===== src/logic/icache_defs.svh =====
`ifndef ICACHE_DEFS_SVH
`define ICACHE_DEFS_SVH

// --------------------------------------------------
// cache geometry
// --------------------------------------------------

`define ICACHE_WAYS         2   // 1, 2 or 4
`define ICACHE_SETS_LOG2    4   // 16 sets
`define ICACHE_WORDS_LOG2   2   // 4 words per line

// --------------------------------------------------
// derived sizes
// --------------------------------------------------

`define ICACHE_SETS         (1 << `ICACHE_SETS_LOG2)
`define ICACHE_WORDS        (1 << `ICACHE_WORDS_LOG2)

// tag = what is left above index, word and byte bits
`define ICACHE_TAG_W        (32 - `ICACHE_SETS_LOG2 - `ICACHE_WORDS_LOG2 - 2)

`define ICACHE_LINE_W       (32 * `ICACHE_WORDS)    // 128 bits

`endif


===== src/logic/icache_pkg.sv =====
`include "icache_defs.svh"

package icache_pkg;

    // --------------------------------------------------
    // fetch address split into cache fields
    // --------------------------------------------------

    // msb first, so a plain 32-bit cast lines up
    typedef struct packed {
        logic [`ICACHE_TAG_W-1:0]      tag;      // upper bits
        logic [`ICACHE_SETS_LOG2-1:0]  index;    // set select
        logic [`ICACHE_WORDS_LOG2-1:0] word;     // word in line
        logic [1:0]                    byte_off; // always 0 for fetch
    } fetch_addr_t;

    // --------------------------------------------------
    // one returned bus word on its way into a way
    // --------------------------------------------------

    typedef struct packed {
        logic                          wr;       // beat present this cycle
        logic [`ICACHE_SETS_LOG2-1:0]  index;    // target set
        logic [`ICACHE_WORDS_LOG2-1:0] word;     // position in line
        logic [`ICACHE_WAYS-1:0]       way_sel;  // one-hot victim
        logic                          last;     // final beat of line
        logic [31:0]                   data;
    } refill_beat_t;

    // --------------------------------------------------
    // per-way lookup answer
    // --------------------------------------------------

    typedef struct packed {
        logic        hit;   // tag match and valid
        logic [31:0] word;  // addressed word of that way's line
    } way_result_t;

endpackage


===== src/logic/icache_front.sv =====
`timescale 1ns/10ps
`include "icache_defs.svh"

module icache_front
    import icache_pkg::*;
(
    input  logic                    clock,
    input  logic                    reset,

    // core side
    input  logic                    ifu_valid,   // held until ifu_ready
    input  logic [31:0]             addr,
    output logic                    ifu_ready,   // one-cycle pulse
    output logic [31:0]             data,        // valid with ifu_ready

    // toward ways and refill engine
    output fetch_addr_t             lookup,
    input  logic                    any_hit,
    input  logic [31:0]             hit_word,
    output logic                    refill_start,
    output logic [`ICACHE_WAYS-1:0] victim,      // one-hot
    input  logic                    refill_done
);

    // --------------------------------------------------
    // state encoding
    // --------------------------------------------------

    localparam logic [1:0] s_idle    = 2'd0;
    localparam logic [1:0] s_compare = 2'd1;   // ways look at lookup
    localparam logic [1:0] s_refill  = 2'd2;   // line on its way in
    localparam logic [1:0] s_respond = 2'd3;   // data held while ready pulses

    logic [1:0]              state;
    logic                    load_resp;        // capture merged word
    logic [`ICACHE_WAYS-1:0] rr [`ICACHE_SETS]; // per-set victim pointer

    // rotate a one-hot pointer by one way
    function automatic logic [`ICACHE_WAYS-1:0] rotl(input logic [`ICACHE_WAYS-1:0] v);
        rotl = (v << 1) | (v >> (`ICACHE_WAYS - 1));
    endfunction

    // --------------------------------------------------
    // control FSM
    // --------------------------------------------------

    always_ff @(posedge clock) begin
        if (reset) begin
            state     <= s_idle;
            ifu_ready <= 1'b0;
        end else begin
            ifu_ready <= 1'b0;                  // pulse by default
            case (state)
                s_idle: begin
                    if (ifu_valid) state <= s_compare;
                end
                s_compare: begin
                    state <= any_hit ? s_respond : s_compare == s_compare ? s_refill : s_refill;
                end
                s_refill: begin
                    // line written on the last beat so the compare repeats here
                    if (refill_done) state <= any_hit ? s_respond : s_compare;
                end
                s_respond: begin
                    ifu_ready <= 1'b1;
                    state     <= s_idle;        // next request on following edge
                end
                default: state <= s_idle;
            endcase
        end
    end

    assign load_resp = any_hit & ((state == s_compare) |
                                  ((state == s_refill) & refill_done));

    // --------------------------------------------------
    // request and response registers
    // --------------------------------------------------

    // request held for the ways and the refill engine
    always_ff @(posedge clock) begin
        if (reset) begin
            lookup <= '0;
        end else if (state == s_idle && ifu_valid) begin
            lookup <= fetch_addr_t'(addr);
        end
    end

    always_ff @(posedge clock) begin
        if (load_resp) data <= hit_word;
    end

    // --------------------------------------------------
    // miss handling and round robin
    // --------------------------------------------------

    assign refill_start = (state == s_compare) & ~any_hit;
    assign victim       = rr[lookup.index];

    always_ff @(posedge clock) begin
        if (reset) begin
            for (int s = 0; s < `ICACHE_SETS; s++) begin
                rr[s] <= `ICACHE_WAYS'(1);  // way 0 goes first
            end
        end else if (refill_start) begin
            rr[lookup.index] <= rotl(rr[lookup.index]);
        end
    end

endmodule


===== src/logic/icache_hit_merge.sv =====
`timescale 1ns/10ps
`include "icache_defs.svh"

module icache_hit_merge
    import icache_pkg::*;
(
    input  way_result_t results [`ICACHE_WAYS],  // one per way
    output logic        any_hit,
    output logic [31:0] hit_word,
    output logic        multi_hit                // more than one way matched
);

    // --------------------------------------------------
    // reduction over ways
    // --------------------------------------------------

    always_comb begin
        logic seen;

        seen      = 1'b0;
        any_hit   = 1'b0;
        hit_word  = '0;
        multi_hit = 1'b0;
        for (int w = 0; w < `ICACHE_WAYS; w++) begin
            if (results[w].hit) begin
                multi_hit = multi_hit | seen;   // second hit seen
                seen      = 1'b1;
            end
            any_hit  = any_hit | results[w].hit;
            // one-hot and-or, no priority
            hit_word = hit_word | (results[w].word & {32{results[w].hit}});
        end
    end

endmodule


===== src/logic/icache_refill.sv =====
`timescale 1ns/10ps
`include "icache_defs.svh"

module icache_refill
    import icache_pkg::*;
(
    input  logic                    clock,
    input  logic                    reset,

    // from front end
    input  logic                    refill_start,  // one-cycle strobe
    input  logic [`ICACHE_WAYS-1:0] victim,
    input  fetch_addr_t             lookup,        // held through refill

    // memory bus
    output logic                    chvalid,
    output logic [31:0]             chaddr,
    output logic [7:0]              chlen,
    input  logic                    chready,       // one beat per high cycle
    input  logic [31:0]             chdata,

    // toward ways
    output refill_beat_t            beat,
    output logic                    refill_done
);

    // --------------------------------------------------
    // beat bookkeeping
    // --------------------------------------------------

    localparam logic [`ICACHE_WORDS_LOG2-1:0] last_word = `ICACHE_WORDS_LOG2'(`ICACHE_WORDS - 1);

    logic [`ICACHE_WORDS_LOG2-1:0] count;      // words already taken
    logic [`ICACHE_WAYS-1:0]       way_sel;    // victim kept for whole line
    logic                          take;       // beat accepted this cycle
    logic                          last_beat;

    assign take      = chvalid & chready;
    assign last_beat = (count == last_word);
    assign chlen     = 8'(`ICACHE_WORDS - 1);  // beats minus one

    // --------------------------------------------------
    // bus request
    // --------------------------------------------------

    always_ff @(posedge clock) begin
        if (reset) begin
            chvalid     <= 1'b0;
            count       <= '0;
            refill_done <= 1'b0;
        end else begin
            refill_done <= 1'b0;
            if (refill_start) begin
                chvalid <= 1'b1;
                count   <= '0;
            end else if (take) begin
                count <= count + 1'b1;
                if (last_beat) begin
                    chvalid     <= 1'b0;        // drop after final word
                    refill_done <= 1'b1;        // ways already written
                end
            end
        end
    end

    // address and victim, loaded at start
    always_ff @(posedge clock) begin
        if (refill_start) begin
            chaddr  <= {lookup.tag, lookup.index, {(`ICACHE_WORDS_LOG2 + 2){1'b0}}};
            way_sel <= victim;
        end else if (take) begin
            chaddr <= chaddr + 32'd4;          // next word
        end
    end

    // --------------------------------------------------
    // beat to the ways
    // --------------------------------------------------

    always_comb begin
        beat.wr      = take;
        beat.index   = lookup.index;
        beat.word    = count;
        beat.way_sel = way_sel;
        beat.last    = last_beat;
        beat.data    = chdata;
    end

endmodule


===== src/logic/icache_top.sv =====
`timescale 1ns/10ps
`include "icache_defs.svh"

module icache_top
    import icache_pkg::*;
(
    input  logic        clock,
    input  logic        reset,

    // fetch port
    input  logic [31:0] addr,
    input  logic        ifu_valid,
    output logic [31:0] data,
    output logic        ifu_ready,

    // memory read bus
    output logic        chvalid,
    output logic [31:0] chaddr,
    output logic [7:0]  chlen,
    input  logic        chready,
    input  logic [31:0] chdata,

    output logic        err_multi_hit   // status for core error log
);

    // --------------------------------------------------
    // internal wiring
    // --------------------------------------------------

    fetch_addr_t             lookup;
    refill_beat_t            beat;
    way_result_t             results [`ICACHE_WAYS];
    logic                    any_hit;
    logic [31:0]             hit_word;
    logic                    refill_start;
    logic [`ICACHE_WAYS-1:0] victim;
    logic                    refill_done;

    icache_front i_icache_front (
        .clock, .reset,
        .ifu_valid, .addr, .ifu_ready, .data,
        .lookup, .any_hit, .hit_word,
        .refill_start, .victim, .refill_done
    );

    icache_refill i_icache_refill (
        .clock, .reset,
        .refill_start, .victim, .lookup,
        .chvalid, .chaddr, .chlen, .chready, .chdata,
        .beat, .refill_done
    );

    // --------------------------------------------------
    // ways
    // --------------------------------------------------

    for (genvar w = 0; w < `ICACHE_WAYS; w++) begin : g_way
        icache_way #(.way_id(w)) i_icache_way (
            .clock, .reset,
            .lookup,
            .beat,          // all ways see it, way_sel picks one
            .result (results[w])
        );
    end

    icache_hit_merge i_icache_hit_merge (
        .results,
        .any_hit, .hit_word,
        .multi_hit (err_multi_hit)
    );

endmodule


===== src/logic/icache_way.sv =====
`timescale 1ns/10ps
`include "icache_defs.svh"

module icache_way
    import icache_pkg::*;
#(
    parameter int way_id = 0    // position in the way array
) (
    input  logic         clock,
    input  logic         reset,
    input  fetch_addr_t  lookup,   // latched fetch request
    input  refill_beat_t beat,     // shared refill beat
    output way_result_t  result
);

    // --------------------------------------------------
    // storage
    // --------------------------------------------------

    logic [`ICACHE_TAG_W-1:0]  tags  [`ICACHE_SETS];
    logic [`ICACHE_LINE_W-1:0] lines [`ICACHE_SETS];
    logic [`ICACHE_SETS-1:0]   valid;

    logic we;           // beat is aimed at this way
    logic tag_match;

    assign we = beat.wr & beat.way_sel[way_id];

    // --------------------------------------------------
    // valid bits and tags
    // --------------------------------------------------

    always_ff @(posedge clock) begin
        if (reset) begin
            valid <= '0;
        end else if (we) begin
            // line is half old, half new until the last beat lands
            valid[beat.index] <= beat.last;
        end
    end

    // tag comes from the held request, it does not change during refill
    always_ff @(posedge clock) begin
        if (we && beat.last) begin
            tags[beat.index] <= lookup.tag;
        end
    end

    // one 32-bit slot per beat
    always_ff @(posedge clock) begin
        if (we) begin
            lines[beat.index][beat.word*32 +: 32] <= beat.data;
        end
    end

    // --------------------------------------------------
    // lookup
    // --------------------------------------------------

    assign tag_match = (tags[lookup.index] == lookup.tag);

    always_comb begin
        result.hit  = valid[lookup.index] & tag_match;
        result.word = lines[lookup.index][lookup.word*32 +: 32]; // word mux
    end

endmodule


===== config.mk =====
export PLATFORM = sky130hd
export DESIGN_NAME = icache_top
export DESIGN_NICKNAME = d
export VERILOG_FILES = /design/src/logic/icache_pkg.sv /design/src/logic/icache_front.sv /design/src/logic/icache_hit_merge.sv /design/src/logic/icache_refill.sv /design/src/logic/icache_top.sv /design/src/logic/icache_way.sv
export VERILOG_INCLUDE_DIRS = /design/src /design/src/logic
export SDC_FILE = /design/constraint.sdc
export NUM_CORES = 2
export LEC_CHECK = 0
export ABC_AREA = 0
export BUFFER_PORTS_ARGS = -buffer_cell sky130_fd_sc_hd__buf_2
export CORE_UTILIZATION = 55
export DETAILED_ROUTE_END_ITERATION = 12
export PLACE_DENSITY = 0.69
export SKIP_CTS_REPAIR_TIMING = 1
export SLEW_MARGIN = 30
export SYNTH_ARGS = -nofsm -noshare
export SYNTH_HDL_FRONTEND = slang
export SYNTH_MEMORY_MAX_BITS = 65536
export SYNTH_SLANG_ARGS = --single-unit

===== constraint.sdc =====
create_clock -name clock -period 6 [get_ports clock]
set_clock_uncertainty 0.15 [all_clocks]
set_input_delay 0.9 -clock clock [delete_from_list [all_inputs] [get_ports clock]]
set_output_delay 0.9 -clock clock [all_outputs]
set_load 0.05 [all_outputs]

Word level (Yosys, flattened, before mapping). Memory sizes are Yosys's and may differ from the RTL's. A register that Yosys moved wholly into a read port is not among the register bits. Index checks and enable logic that the tools add are counted. W data, S select, Z words.

Bits in registers: 135. Word-level logic and storage cells: 112. Bits of input ports: 68. Memory bits (writable): 4896. Memories: 5.

Memories: g_way[0].i_icache_way.lines (words 16, width 128, read ports 1, clocked after memory_dff 1, write ports 1, RTL line icache_way.sv:21) `` logic [`ICACHE_LINE_W-1:0] lines [`ICACHE_SETS]; ``; g_way[1].i_icache_way.lines (words 16, width 128, read ports 1, clocked after memory_dff 1, write ports 1, RTL line icache_way.sv:21); g_way[0].i_icache_way.tags (words 16, width 24, read ports 1, clocked after memory_dff 1, write ports 1, RTL line icache_way.sv:20) `` logic [`ICACHE_TAG_W-1:0] tags [`ICACHE_SETS]; ``; g_way[1].i_icache_way.tags (words 16, width 24, read ports 1, clocked after memory_dff 1, write ports 1, RTL line icache_way.sv:20); i_icache_front.rr (words 16, width 2, read ports 1, clocked after memory_dff 1, write ports 16, RTL line icache_front.sv:36) `` logic [`ICACHE_WAYS-1:0] rr [`ICACHE_SETS]; ``.

$add $sub $neg: 3. Shift operators: 4. Equal/unequal tests: 8. Reduce and logical (&&, ||, !) cells: 12. Mux-type cells: 48. Order comparisons: 2. Bitwise operators: 16.

Operators by type and width (number): $mux W128 (2); $shiftx A128 B8 Y32 (2); $shift A32 B34 Y128 const A (1); $shiftx A32 B34 Y128 (1); $and A32 B32 Y32 (2); $mux W32 (2); $eq A24 B24 Y1 (2); $mux W4 (11); $neg A7 Y34 (1); $add A32 B3 Y32 const B (1); $bwmux W16 (2); $or A32 B32 Y32 (1); $mux W1 (23); $and A1 B1 Y1 (8); $bmux W1 S4 (2); $mux W2 (4); $pmux W2 S4 (1); $eq A2 B2 Y1 const B (3); $lt A4 B5 Y1 const B (1); $demux W1 S4 (1); $ge A4 B1 Y1 const B (1); $logic_and A1 B1 Y1 (4); $reduce_and A2 Y1 (2); $reduce_bool A2 Y1 (2); other kinds (10) (13).

Longest topological paths before layout.
Depth in word-level cells: 11. Gate-level depth with buffers: 17. Depth with buffers taken out: 10.

Modules after synthesis. Synthesis repeated with hierarchy kept, for this count alone.

Cells, all modules: 8474. Area, all modules: 196314.5 um^2.

Modules (own cells, without submodules): icache_way (g_way[1].i_icache_way) (area each 94689.6 um^2, cells each 3872, instances 1); icache_way (g_way[0].i_icache_way) (area each 94664.5 um^2, cells each 3945, instances 1); icache_front (area each 4022.6 um^2, cells each 333, instances 1); icache_refill (area each 2551.2 um^2, cells each 282, instances 1); icache_hit_merge (area each 386.6 um^2, cells each 42, instances 1).

Worst setup path after synthesis. Ideal clock, no wire load.

Kind: flip-flop to flip-flop. Start: reg with a tool-made name. End: reg i_icache_front.data[0] (enable). Stages on the path, launching flop included: 16. Slack: 823 ps. Data required time: 5418 ps. Data arrival time: 4595 ps. Clock period less this slack: 5177 ps. Cells stage by stage: dfxtp_1 buf_4 buf_6 buf_6 buf_4 buf_2 mux4_2 mux2i_1 mux2i_1 xnor2_1 o211ai_1 nor4_4 nand2_2 buf_2 clkbuf_1 a21oi_1.

RTL lines: to (signal assigned) (RTL line icache_front.sv:90) `if (load_resp) data <= hit_word;`; to (decl) (RTL line icache_front.sv:14) `output logic [31:0] data,`.

==> metrics.txt <==
CP max-delay cell dfxtp_4; Clock Sinks 5033; crit path cell chain buf_4 -> mux2i_1 -> a22oi_1 -> a21o_1 -> a211oi_1 -> o22ai_1 -> nor4_4 -> nand4_4 -> nor2_1 -> clkbuf_4; first-pass detailed-route iteration total 9; Max-Cap Viols 0; final net count 9135; #FFs+latches synth 5033; WP data arrival 4830 ps; Starting Density 55.4%; Post-synth ARST share 0%; placed inst area 204000 µm²; Clock Tree Buf Depth 4; EDFF count, synth 4958; number of vias per cell 6.79; mapped cell area 196000 µm²; Worst-Margin Slew 1150 ps; PwrDens 329 nW/µm²; syn avg cell area 22.9 µm²; final hold vios 0; worst hold-check path type input port to register; global-route wire length before repair 741000 µm; FP Rows 218; post-synthesis sequential area ratio 76.7%; core area 354000 µm²; die width 599 µm; Design Power 0.0723 W; Crit Path Max Fanout 44; Worst-Skew Late Latency 1020 ps; Max Slew Vio Count 0; Required @ worst endpoint 4950 ps; area grow syn2layout 12.2%; Total Wirelength 535000 µm; Yosys Warn Count 0; maximum VDD drop 0.000313 V; Worst path top cell family by delay compound AO/OA/AOI/OAI gates; Root Driver clkbuf_16; CTS buffer count 482; HPWL Detailed 314000 µm; Pleak 65.5 nW; DRT iter0 DRCs 14800; CP peak stage delay 830 ps; r2r worst-path depth 12; run status complete, no violations; share of post-route cells with drive strength above 1 31.4%; DP Worst Slack 619 ps; Congestion Overflow GR 0; post-route ant nets 0; boundary pin count 143; critical path depth 10; Worst Setup End Kind output pin; WHS 8.68 ps; synth unique cells 74; hold depth 3; design area 220000 µm²; TritonCTS clock tree done; Setup CP Type register to output pin; number of global-route vias before repair 95500; # DRC 0; Die ar. 359000 µm²; Synth Instances 8569; RSZ-0062 raised after global routing false; drt wl/cell 37.4 µm; die height 599 µm; routability cong. 0.874; IO buf count 130; largest net degree at the start of global routing 130; nature of the critical path startpoint register; endpoints failing setup 0; final period demand of the worst path 5880 ps; Buf/Inv on CP 2; leading register cell type out of synthesis edfxtp_1; Final WS setup 117 ps; Fmax 0.170 GHz; H-tree depth 5; routed via count 97000; overall global routing resource usage 29.9%; period utilisation layout 98.0%; Reg clk slew, reported paths 60 ps; setup total negative slack 0 ps; slew margin rel. 23.1%; initial antenna violation count 61
## kinds of logic (layout without fill, tap and decap cells)
group	count (synthesis)	after routing	synth area share, %
and+or+nand+nor	874	874	2.43
DFF	5033	5033	76.7
adders and majority gates	7	7	0.0447
buffers and inverters	552	1443	1.35
other	2	100	0.00383
muxes	1639	1639	17.9
xor gates and xnor gates	82	82	0.366
AOI/OAI and AO/OA	380	380	1.25
## metal layers
| metal | global-route usage, % | wire [µm] | vias up |
|---|---|---|---|
| met3 | 7.68 | 66500 | 1150 |
| met4 | 14.3 | 27500 | 16 |
| li1 | - | - | 37600 |
| met2 | 45.7 | 251000 | 6583 |
| met5 | 0.762 | 259 | - |
| met1 | 40.8 | 190000 | 51700 |
## state kept, by name, summed over array words and instances (netlist names), named ones only
register	flops
g_way.i_icache_way.lines	4096
g_way.i_icache_way.tags	768
g_way.i_icache_way.valid	32
i_icache_front.data	32
i_icache_front.rr	32
i_icache_front.lookup	30
i_icache_refill.chaddr	30
i_icache_front.state	2
i_icache_refill.count	2
i_icache_refill.way_sel	2
i_icache_front.ifu_ready	1
i_icache_refill.chvalid	1
i_icache_refill.refill_done	1
## cells in the final DEF (no fill, tap or decap), types with 77 or more instances in the layout
master	instances
o22ai_1	77
buf_2	128
mux4_2	1483
mux2i_1	127
edfxtp_1	4958
buf_4	308
diode_2	90
nand2_1	162
clkinv_2	89
clkbuf_16	488
a21oi_1	117
nor3_1	138
clkinv_1	107
clkbuf_1	104
and2_2	211
## through the flow
stage                     instances  util [%]
after floorplan                8577         -
after global placement        13300      57.5
after detailed placement      13300      57.6
after CTS                     14200      62.0
after global routing          14200      62.1
final                         14300      62.2
## synthesized netlist by cell type (all sizes together) (4+ instances only)
| library cell | instances | area share, % |
|---|---|---|
| a31oi | 9 | 0.029 |
| nand2 | 164 | 0.32 |
| o32ai | 33 | 0.15 |
| nor3 | 139 | 0.35 |
| buf | 315 | 0.89 |
| a211oi | 9 | 0.034 |
| o21ai | 47 | 0.12 |
| nand2b | 16 | 0.051 |
| a221oi | 8 | 0.042 |
| mux2i | 127 | 0.65 |
| o22ai | 77 | 0.25 |
| nor4 | 54 | 0.19 |
| a21o | 4 | 0.015 |
| mux4 | 1483 | 17 |
| and2 | 293 | 0.93 |
| or2 | 6 | 0.019 |
| inv | 52 | 0.10 |
| nand4 | 19 | 0.068 |
| nor2b | 19 | 0.061 |
| o21bai | 16 | 0.061 |
| nor3b | 5 | 0.019 |
| xnor2 | 42 | 0.19 |
| o211ai | 4 | 0.015 |
| dfxtp | 75 | 0.77 |
| clkbuf | 185 | 0.35 |
| xor2 | 40 | 0.18 |
| and3 | 13 | 0.041 |
| o31ai | 14 | 0.066 |
| a21oi | 118 | 0.30 |
| or4 | 19 | 0.075 |
| a22o | 5 | 0.022 |
| nor2 | 77 | 0.15 |
| ha | 7 | 0.045 |
| mux2 | 29 | 0.17 |
| edfxtp | 4958 | 76 |
| a22oi | 15 | 0.057 |
| nand3 | 36 | 0.098 |
## layout make-up
cell class | instances | area [µm²]
Tap cell | 4730 | 5920
Timing Repair Buffer | 499 | 4110
Fill cell | 23400 | 134000
Sequential cell | 5033 | 150000
Multi-Input combinational cell | 2992 | 43500
Antenna cell | 90 | 225
Clock inverter | 288 | 2790
Clock buffer | 604 | 12800
Inverter | 52 | 203
## path summary, 6_finish.rpt
| check | endpoint | from | slack (ps) |
|---|---|---|---|
| setup / recovery | err_multi_hit | register | 120 |
| setup reg to reg | i_icache_front.rr[8][0] | register | 480 |
| hold / removal | i_icache_front.lookup[30] | addr[30] | 9 |
| hold reg to reg | g_way[0].i_icache_way.valid[8] | g_way[0].i_icache_way.valid[8] | 330 |
## where the power goes
group | switching, W | total [W] | internal [W] | leakage [nW]
registers | 0.000124 | 0.0386 | 0.0385 | 44.3
logic | 0.00222 | 0.00354 | 0.00131 | 13.7
clock network | 0.0131 | 0.0301 | 0.0170 | 7.59
total | 0.0155 | 0.0723 | 0.0568 | 65.5
## tightest hold or removal path: cells and delay by family
| kind | cells | cell delay, ps |
|---|---|---|
| buffers and inverters | 1 | 100 |
| AND/OR/NAND/NOR | 1 | 60 |
| AO/OA/AOI/OAI | 1 | 60 |
Note: power is estimated with default switching activity, not from simulation.
